### src/ram_pkg.sv
/* Shared definitions for the latency dual-port RAM
   Memory sizes, the port operation encoding and the port structs */
package ram_pkg;

  //////////////////////////////////////////////////////////////////////
  // Memory geometry
  //////////////////////////////////////////////////////////////////////

  // Width of one stored word
  localparam int DATA_WIDTH = 8;

  // Number of words in the array
  localparam int MEM_DEPTH = 16;

  // Address width follows from the depth
  localparam int ADDR_WIDTH = $clog2(MEM_DEPTH);

  //////////////////////////////////////////////////////////////////////
  // Port operation and payload types
  //////////////////////////////////////////////////////////////////////

  // One operation per port per cycle
  // OP_IDLE must stay at zero so that a cleared pipe stage means no command
  typedef enum logic [1:0] {
    OP_IDLE  = 2'd0,
    OP_READ  = 2'd1,
    OP_WRITE = 2'd2
  } ram_op_e;

  // Command as seen at a port input and along its write delay line
  typedef struct packed {
    ram_op_e                 op;
    logic [ADDR_WIDTH-1:0]   addr;
    logic [DATA_WIDTH-1:0]   wdata;
  } port_cmd_t;

  // Read response as it leaves the core and travels the read delay line
  // The data field only has meaning while valid is high
  typedef struct packed {
    logic                    valid;
    logic [DATA_WIDTH-1:0]   data;
  } rd_resp_t;

endpackage

### src/pipe_delay.sv
/* Generic delay line for any packed type
   Shifts the input through STAGES cleared registers, or passes it straight on */
`timescale 1ns/1ps

module pipe_delay #(
  parameter type T      = logic,
  parameter int  STAGES = 1
) (
  input  logic clka,
  input  logic i_rst_n,
  input  T     i_d,
  output T     o_q
);

  generate
    if (STAGES == 0)
    begin : g_bypass
      // No registers at all, so the output follows the input in the same cycle
      // A latency of one at the top level lands here
      assign o_q = i_d;
    end
    else
    begin : g_shift
      // Stage 0 takes the input and the last stage drives the output
      T stage_q [STAGES];

      always_ff @(posedge clka or negedge i_rst_n)
      begin
        if (!i_rst_n)
        begin
          // A cleared stage reads as an idle command or an invalid response
          for (int i = 0; i < STAGES; i++)
          begin
            stage_q[i] <= '0;
          end
        end
        else
        begin
          stage_q[0] <= i_d;
          // Every older stage moves one step toward the output
          for (int i = 1; i < STAGES; i++)
          begin
            stage_q[i] <= stage_q[i-1];
          end
        end
      end

      assign o_q = stage_q[STAGES-1];
    end
  endgenerate

endmodule

### src/write_arbiter.sv
/* Write collision resolver between the two delayed RAM ports
   Port A always wins and a colliding port B write is dropped and flagged */
`timescale 1ns/1ps

module write_arbiter (
  input  ram_pkg::port_cmd_t i_cmd_a,
  input  ram_pkg::port_cmd_t i_cmd_b,
  output ram_pkg::port_cmd_t o_cmd_a,
  output ram_pkg::port_cmd_t o_cmd_b,
  output logic               o_wr_drop_b
);

  import ram_pkg::*;

  // High when both ports write the same word at the same core edge
  logic wr_collide;

  //////////////////////////////////////////////////////////////////////
  // Collision detect
  //////////////////////////////////////////////////////////////////////

  // Reads never collide since the core returns old data on both ports
  assign wr_collide = (i_cmd_a.op == OP_WRITE) &&
                      (i_cmd_b.op == OP_WRITE) &&
                      (i_cmd_a.addr == i_cmd_b.addr);

  // Port A is never touched
  assign o_cmd_a = i_cmd_a;

  always_comb
  begin
    o_cmd_b = i_cmd_b;
    // Only the operation is cleared so the core sees an idle slot on port B
    if (wr_collide)
    begin
      o_cmd_b.op = OP_IDLE;
    end
  end

  // The flag is seen in the cycle before the edge that would have written
  assign o_wr_drop_b = wr_collide;

endmodule

### src/dp_ram_core.sv
/* Dual-port memory array with read-first ports
   Registers one read response per port and applies writes in A then B order */
`timescale 1ns/1ps

module dp_ram_core (
  input  logic               clka,
  input  logic               i_rst_n,
  input  ram_pkg::port_cmd_t i_cmd_a,
  input  ram_pkg::port_cmd_t i_cmd_b,
  output ram_pkg::rd_resp_t  o_resp_a,
  output ram_pkg::rd_resp_t  o_resp_b
);

  import ram_pkg::*;

  // Port index 0 is A and index 1 is B
  localparam int NUM_PORTS = 2;

  // The storage itself has no reset
  logic [DATA_WIDTH-1:0] mem [MEM_DEPTH];

  // Both commands gathered so each port runs through the same loop
  port_cmd_t cmd [NUM_PORTS];

  // Read response registers per port
  logic                  rd_valid_q [NUM_PORTS];
  logic [DATA_WIDTH-1:0] rd_data_q  [NUM_PORTS];

  assign cmd[0] = i_cmd_a;
  assign cmd[1] = i_cmd_b;

  //////////////////////////////////////////////////////////////////////
  // Read side
  //////////////////////////////////////////////////////////////////////

  // Valid is control state and clears on reset
  always_ff @(posedge clka or negedge i_rst_n)
  begin
    if (!i_rst_n)
    begin
      for (int p = 0; p < NUM_PORTS; p++)
      begin
        rd_valid_q[p] <= 1'b0;
      end
    end
    else
    begin
      // One cycle pulse for every read that reaches the core
      for (int p = 0; p < NUM_PORTS; p++)
      begin
        rd_valid_q[p] <= (cmd[p].op == OP_READ);
      end
    end
  end

  // Data is captured only on a read and holds otherwise
  // The array value sampled here is the one from before this edge's writes
  always_ff @(posedge clka)
  begin
    for (int p = 0; p < NUM_PORTS; p++)
    begin
      if (cmd[p].op == OP_READ)
      begin
        rd_data_q[p] <= mem[cmd[p].addr];
      end
    end
  end

  //////////////////////////////////////////////////////////////////////
  // Write side
  //////////////////////////////////////////////////////////////////////

  // Port A goes first and port B after it
  // The arbiter has already removed any B write that hits A's address
  always_ff @(posedge clka)
  begin
    for (int p = 0; p < NUM_PORTS; p++)
    begin
      if (cmd[p].op == OP_WRITE)
      begin
        mem[cmd[p].addr] <= cmd[p].wdata;
      end
    end
  end

  // Pack the registered fields back into the response structs
  assign o_resp_a = '{valid: rd_valid_q[0], data: rd_data_q[0]};
  assign o_resp_b = '{valid: rd_valid_q[1], data: rd_data_q[1]};

endmodule

### src/ram_latency_top.sv
/* Dual-port RAM with separate write and read latency on each port
   Delays commands, resolves write collisions and delays read responses */
`timescale 1ns/1ps

module ram_latency_top #(
  parameter int WR_LAT_A = 1,
  parameter int RD_LAT_A = 1,
  parameter int WR_LAT_B = 1,
  parameter int RD_LAT_B = 1
) (
  input  logic               clka,
  input  logic               i_rst_n,
  input  ram_pkg::port_cmd_t i_cmd_a,
  input  ram_pkg::port_cmd_t i_cmd_b,
  output ram_pkg::rd_resp_t  o_resp_a,
  output ram_pkg::rd_resp_t  o_resp_b,
  output logic               o_wr_drop_b
);

  import ram_pkg::*;

  // The core itself adds one register on each path
  // So a latency of one needs no extra stage and maps to a bypass
  localparam int WR_STG_A = WR_LAT_A - 1;
  localparam int RD_STG_A = RD_LAT_A - 1;
  localparam int WR_STG_B = WR_LAT_B - 1;
  localparam int RD_STG_B = RD_LAT_B - 1;

  // Commands after the write delay lines
  port_cmd_t cmd_dly_a;
  port_cmd_t cmd_dly_b;

  // Commands after collision handling, as seen by the array
  port_cmd_t cmd_arb_a;
  port_cmd_t cmd_arb_b;

  // Responses straight out of the core
  rd_resp_t  core_resp_a;
  rd_resp_t  core_resp_b;

  //////////////////////////////////////////////////////////////////////
  // Write latency
  //////////////////////////////////////////////////////////////////////

  pipe_delay #(.T(port_cmd_t), .STAGES(WR_STG_A)) wr_dly_a_i (
    .clka    (clka),
    .i_rst_n (i_rst_n),
    .i_d     (i_cmd_a),
    .o_q     (cmd_dly_a)
  );

  pipe_delay #(.T(port_cmd_t), .STAGES(WR_STG_B)) wr_dly_b_i (
    .clka    (clka),
    .i_rst_n (i_rst_n),
    .i_d     (i_cmd_b),
    .o_q     (cmd_dly_b)
  );

  // Collisions are judged at the core edge, not at the port inputs
  write_arbiter write_arbiter_i (
    .i_cmd_a     (cmd_dly_a),
    .i_cmd_b     (cmd_dly_b),
    .o_cmd_a     (cmd_arb_a),
    .o_cmd_b     (cmd_arb_b),
    .o_wr_drop_b (o_wr_drop_b)
  );

  dp_ram_core dp_ram_core_i (
    .clka     (clka),
    .i_rst_n  (i_rst_n),
    .i_cmd_a  (cmd_arb_a),
    .i_cmd_b  (cmd_arb_b),
    .o_resp_a (core_resp_a),
    .o_resp_b (core_resp_b)
  );

  //////////////////////////////////////////////////////////////////////
  // Read latency
  //////////////////////////////////////////////////////////////////////

  pipe_delay #(.T(rd_resp_t), .STAGES(RD_STG_A)) rd_dly_a_i (
    .clka    (clka),
    .i_rst_n (i_rst_n),
    .i_d     (core_resp_a),
    .o_q     (o_resp_a)
  );

  pipe_delay #(.T(rd_resp_t), .STAGES(RD_STG_B)) rd_dly_b_i (
    .clka    (clka),
    .i_rst_n (i_rst_n),
    .i_d     (core_resp_b),
    .o_q     (o_resp_b)
  );

endmodule

### config.mk
export PLATFORM = sky130hd
export DESIGN_NAME = ram_latency_top
export DESIGN_NICKNAME = d
export VERILOG_FILES = /design/src/ram_pkg.sv /design/src/pipe_delay.sv /design/src/write_arbiter.sv /design/src/dp_ram_core.sv /design/src/ram_latency_top.sv
export SDC_FILE = /design/constraint.sdc
export NUM_CORES = 1
export LEC_CHECK = 0
export BUFFER_PORTS_ARGS = -buffer_cell sky130_fd_sc_hd__buf_2
export CAP_MARGIN = 30
export CORE_ASPECT_RATIO = 1.2
export CORE_MARGIN = 3
export CORE_UTILIZATION = 30
export CTS_BUF_LIST = sky130_fd_sc_hd__clkbuf_8
export CTS_CLUSTER_SIZE = 16
export DETAILED_ROUTE_END_ITERATION = 12
export GPL_TIMING_DRIVEN = 0
export SLEW_MARGIN = 5
export SYNTH_ARGS = -nofsm -noshare
export SYNTH_HDL_FRONTEND = slang
export SYNTH_HIERARCHICAL = 1
export SYNTH_SLANG_ARGS = --single-unit
### constraint.sdc
create_clock -name clka -period 1.6 [get_ports clka]
set_input_delay 0.32 -clock clka [delete_from_list [all_inputs] [get_ports clka]]
set_output_delay 0.32 -clock clka [all_outputs]
set_load 0.005 [all_outputs]
==> results.md <==
Status:
- The run finished, with violations left.
- The checks that failed: setup timing.

Global route:
- The number of global-route vias before repair is 5821.
- The first global-routing pass estimated 38560 µm of wire.
- The initial antenna violation count is 0.
- In the global route stage, overall resource usage came out at 0.1679.
- The largest net degree at the start of global routing is 17.
- The global route total overflow is 0.

Setup path:
- The critical path's top delay family is simple AND/OR/NAND/NOR gates.
- In this run the critical register-to-register path is launched from dp_ram_core_i/mem[3][4]$_DFFE_PP_.
- The total stage count of the critical path is 8.
- For this run, the slowest stage of the critical path takes 0.34 ns.
- The maximum fanout along the worst path is 8.
- The critical path is of the input port to flip-flop type.
- The count of cells along the worst register-to-register path is 3.
- The launch point of the critical path is i_cmd_b[8].
- Together, buffers and inverters on the worst path number 2.
- Data on the critical path arrives at its endpoint at 1.88 ns.
- The critical path goes through buf_8, xor2_4, nor3_4, a31oi_4, nor4b_4, and3_4, buf_6, o21bai_4.
- The data required time at the worst endpoint is 1.72 ns.
- The startpoint class of the critical path is an input port.
- The worst setup path is captured at a flip-flop.
- The library cell contributing the largest single delay on the critical path is sky130_fd_sc_hd__nor4b_4.

Timing:
- Derived from the worst setup path, the maximum achievable clock frequency is 567.3 MHz.
- The number of pins exceeding their max-slew limit in the final report is 0.
- On the final layout, the worst hold slack is 0.1602 ns.
- At the pin with the least slew margin, the transition time is 1.100 ns.
- Dividing the final minimum period by the clock period gives 1.102.
- For the finished layout, the period the worst path requires is 1.763 ns.
- Setup repair after global routing could not meet its margin everywhere.
- Setup slack on the critical path of the routed design comes to -0.1628 ns.
- The final hold violation count is 0.
- Headroom to the max-slew limit came out at 0.2641.
- The setup violation total in the final timing report is 208.
- Summed over all failing endpoints, the final setup total negative slack is -15.25 ns.
- The maximum clock skew at final layout is 0.01060 ns.

Die:
- For this configuration, the core starts out at a cell density of 0.3070.
- The die width is 163.3 µm.
- The height of the die is 194.7 µm.
- The full die area is 31800 µm².
- The number of top-level pins is 49.
- The standard-cell row count is 68.
- The core region is 29010 µm².

Synth:
- In this run the mean area of a mapped cell was 15.65 µm².
- The share of flip-flops with an asynchronous set or reset is 0.01370.
- The net count of the mapped netlist is 599.
- The number of distinct standard cells referenced by the synthesized netlist is 38.
- The summed instance area of the synthesized netlist is 8906 µm².
- The proportion of synthesized chip area in sequential cells is 0.4911.
- The post-synthesis register bit count is 146.
- The number of synthesized flops with an enable pin is 144.
- The most used flip-flop cell after synthesis is sky130_fd_sc_hd__edfxtp_1.
- The number of warnings printed during yosys synthesis is 6.
- Synthesis produced 569 cells.

CTS:
- After clock tree synthesis, the clock-pin slew on the worst setup and hold paths is 0.08 ns.
- CTS placed an instance of sky130_fd_sc_hd__clkbuf_8 at the clock tree root.
- TritonCTS built the clock tree.
- The number of buffers added by the clock tree synthesis step is 17.
- The number of clock sinks seen by CTS is 146.
- The depth of the CTS H-tree is 4.
- The source-to-sink clock delay at the later pin of the worst-skew pair is 0.46 ns.
- The worst-case clock buffer depth is 2.

Placement:
- Input and output buffers added on the ports amount to 20.
- The global placer's final weighted congestion is 0.8261.
- The half-perimeter wire length after placement is 17910 µm.

Pwr:
- The largest vdd supply drop is 442.1 µV.
- The power per cell area is 782.4 nW/µm².
- Summed over all cells, the static leakage comes to 4.230 nW.

Layout:
- Measured on the finished design, the core utilization comes to 0.3991.
- The fraction of layout cells with a size suffix above 1 is 0.6463.
- Counting the fill cells in the layout gives 2576.
- The area growth from synthesis to layout is 30.02%.
- The post-layout net count is 687.
- Summing all multi-input logic gate instances after layout gives 4656 µm².
- The sequential cells in the finished layout cover a total of 4374 µm².
- 0 antenna diodes ended up in the layout.

Run:
- Across the run, the number of max-cap violations was 0.

Routing:
- The first routing iteration left 522 violations.
- The remaining antenna violation count is 0.
- The number of iterations in the first detailed-routing pass is 5.
- After detailed routing, the number of vias per cell comes to 5.455.
- The DRC violation count after routing is 0.
- Summing over every cut layer, the via total after detailed routing is 5755.
- The final layout contains routed wiring with a total length of 28190 µm.
- Dividing the detail-routed wire length by the instance count gives 26.72 µm.

Hold path:
- The min-delay analysis places its worst path in the category input port to async pin.
==> repair_timing <==
item	CTS	global route
pin swaps	15	16
setup buffers	17	20
hold endpoints to repair	2	0
cloned	2	9
setup endpoints to repair	229	268
resized for setup	56	108
hold buffers	1	0
==> final timing paths <==
check,endpoint,slack (ns)
setup reg to reg,dp_ram_core_i/rd_data_q[0][12]$_DFFE_PP_,0
min in group clka,dp_ram_core_i/mem[6][3]$_DFFE_PP_,0.31
hold reg to reg,dp_ram_core_i/rd_data_q[0][9]$_DFFE_PP_,0.81
setup / recovery,dp_ram_core_i/mem[3][7]$_DFFE_PP_,-0.16
max in group asynchronous,dp_ram_core_i/o_resp_b[8]$_DFF_PN0_,1.35
hold / removal,dp_ram_core_i/o_resp_a[8]$_DFF_PN0_,0.16
==> flip-flops by register name, summed over array words and instances, names as in the netlist <==
signal                   cells
dp_ram_core_i/mem          128
dp_ram_core_i/o_resp_a       1
dp_ram_core_i/o_resp_b       1
dp_ram_core_i/rd_data_q     16
==> synthesized netlist by cell type, drive strengths merged, types with 2 or more instances <==
cell / instances / area (µm²)
dfrtp: 2 / 50.05
edfxtp: 144 / 4324
a22oi: 32 / 240.2
nand2b: 2 / 12.51
clkbuf: 21 / 78.83
nor2b: 8 / 50.05
and2: 4 / 25.02
nor3: 2 / 15.01
o21bai: 6 / 45.04
nor2: 3 / 18.77
xor2: 4 / 35.03
nand2: 27 / 126.4
mux2: 128 / 1471
o21ai: 10 / 50.05
buf: 96 / 729.5
and4bb: 2 / 32.53
mux4: 64 / 1468
nand4bb: 2 / 22.52
and3: 4 / 30.03
==> metrics by stage <==
stage	instances	power, mW	setup slack, ns	cell area [µm²]
global route	1055	9.332	-0.2157	11580
CTS	1029	8.914	-0.2021	10790
detailed placement	977	5.661	-1.102	9832
floorplan	569	5.319	-0.5278	9220
global placement	974	5.630	-1.275	9802
finish	1055	9.060	-0.1628	11580
==> area by class of cell <==
class,instances,share of cell area
Clock inverter,15,0.01718
Buffer,114,0.07909
Sequential cell,146,0.3777
Multi-Input combinational cell,313,0.4021
Clock buffer,17,0.02021
Timing Repair Buffer,64,0.06180
Inverter,1,0.0003241
Tap cell,385,0.04160
==> kinds of logic after synthesis <==
family                 after synthesis  share of synthesized area
AO/OA/AOI/OAI                       49                    0.03835
XOR/XNOR                             4                   0.003933
buffers and inverters              118                    0.09118
flip-flops                         146                     0.4911
multiplexers                       192                     0.3300
AND/OR/NAND/NOR                     60                    0.04538
==> metal layers <==
layer / part of all wire / vias up / wire, µm / track usage
met5: 0 / - / 0 / 0
met3: 0.068 / 62 / 1914 / 0.03155
li1: - / 2384 / - / -
met4: 0.040 / 0 / 1119 / 0.06362
met2: 0.51 / 319 / 14310 / 0.2898
met1: 0.38 / 2990 / 10850 / 0.2078
==> placed cells by master (no fill, tap or decap), types with 10 or more instances in the layout <==
cell and n:
sky130_fd_sc_hd__a22oi_1 24, sky130_fd_sc_hd__buf_4 78, sky130_fd_sc_hd__mux2_4 95, sky130_fd_sc_hd__clkbuf_1 18
sky130_fd_sc_hd__o21ai_4 10, sky130_fd_sc_hd__mux2_2 33, sky130_fd_sc_hd__buf_2 22, sky130_fd_sc_hd__nand2_8 15
sky130_fd_sc_hd__edfxtp_1 144, sky130_fd_sc_hd__mux4_2 59, sky130_fd_sc_hd__clkbuf_8 17, sky130_fd_sc_hd__buf_6 23
sky130_fd_sc_hd__nand2_1 17, sky130_fd_sc_hd__buf_12 22
==> power by group <==
group | internal [mW] | switching [mW]
clock network | 1.82 | 1.40
logic | 0.753 | 0.728
registers | 4.32 | 0.0412
(Power assumes the default switching activity.)
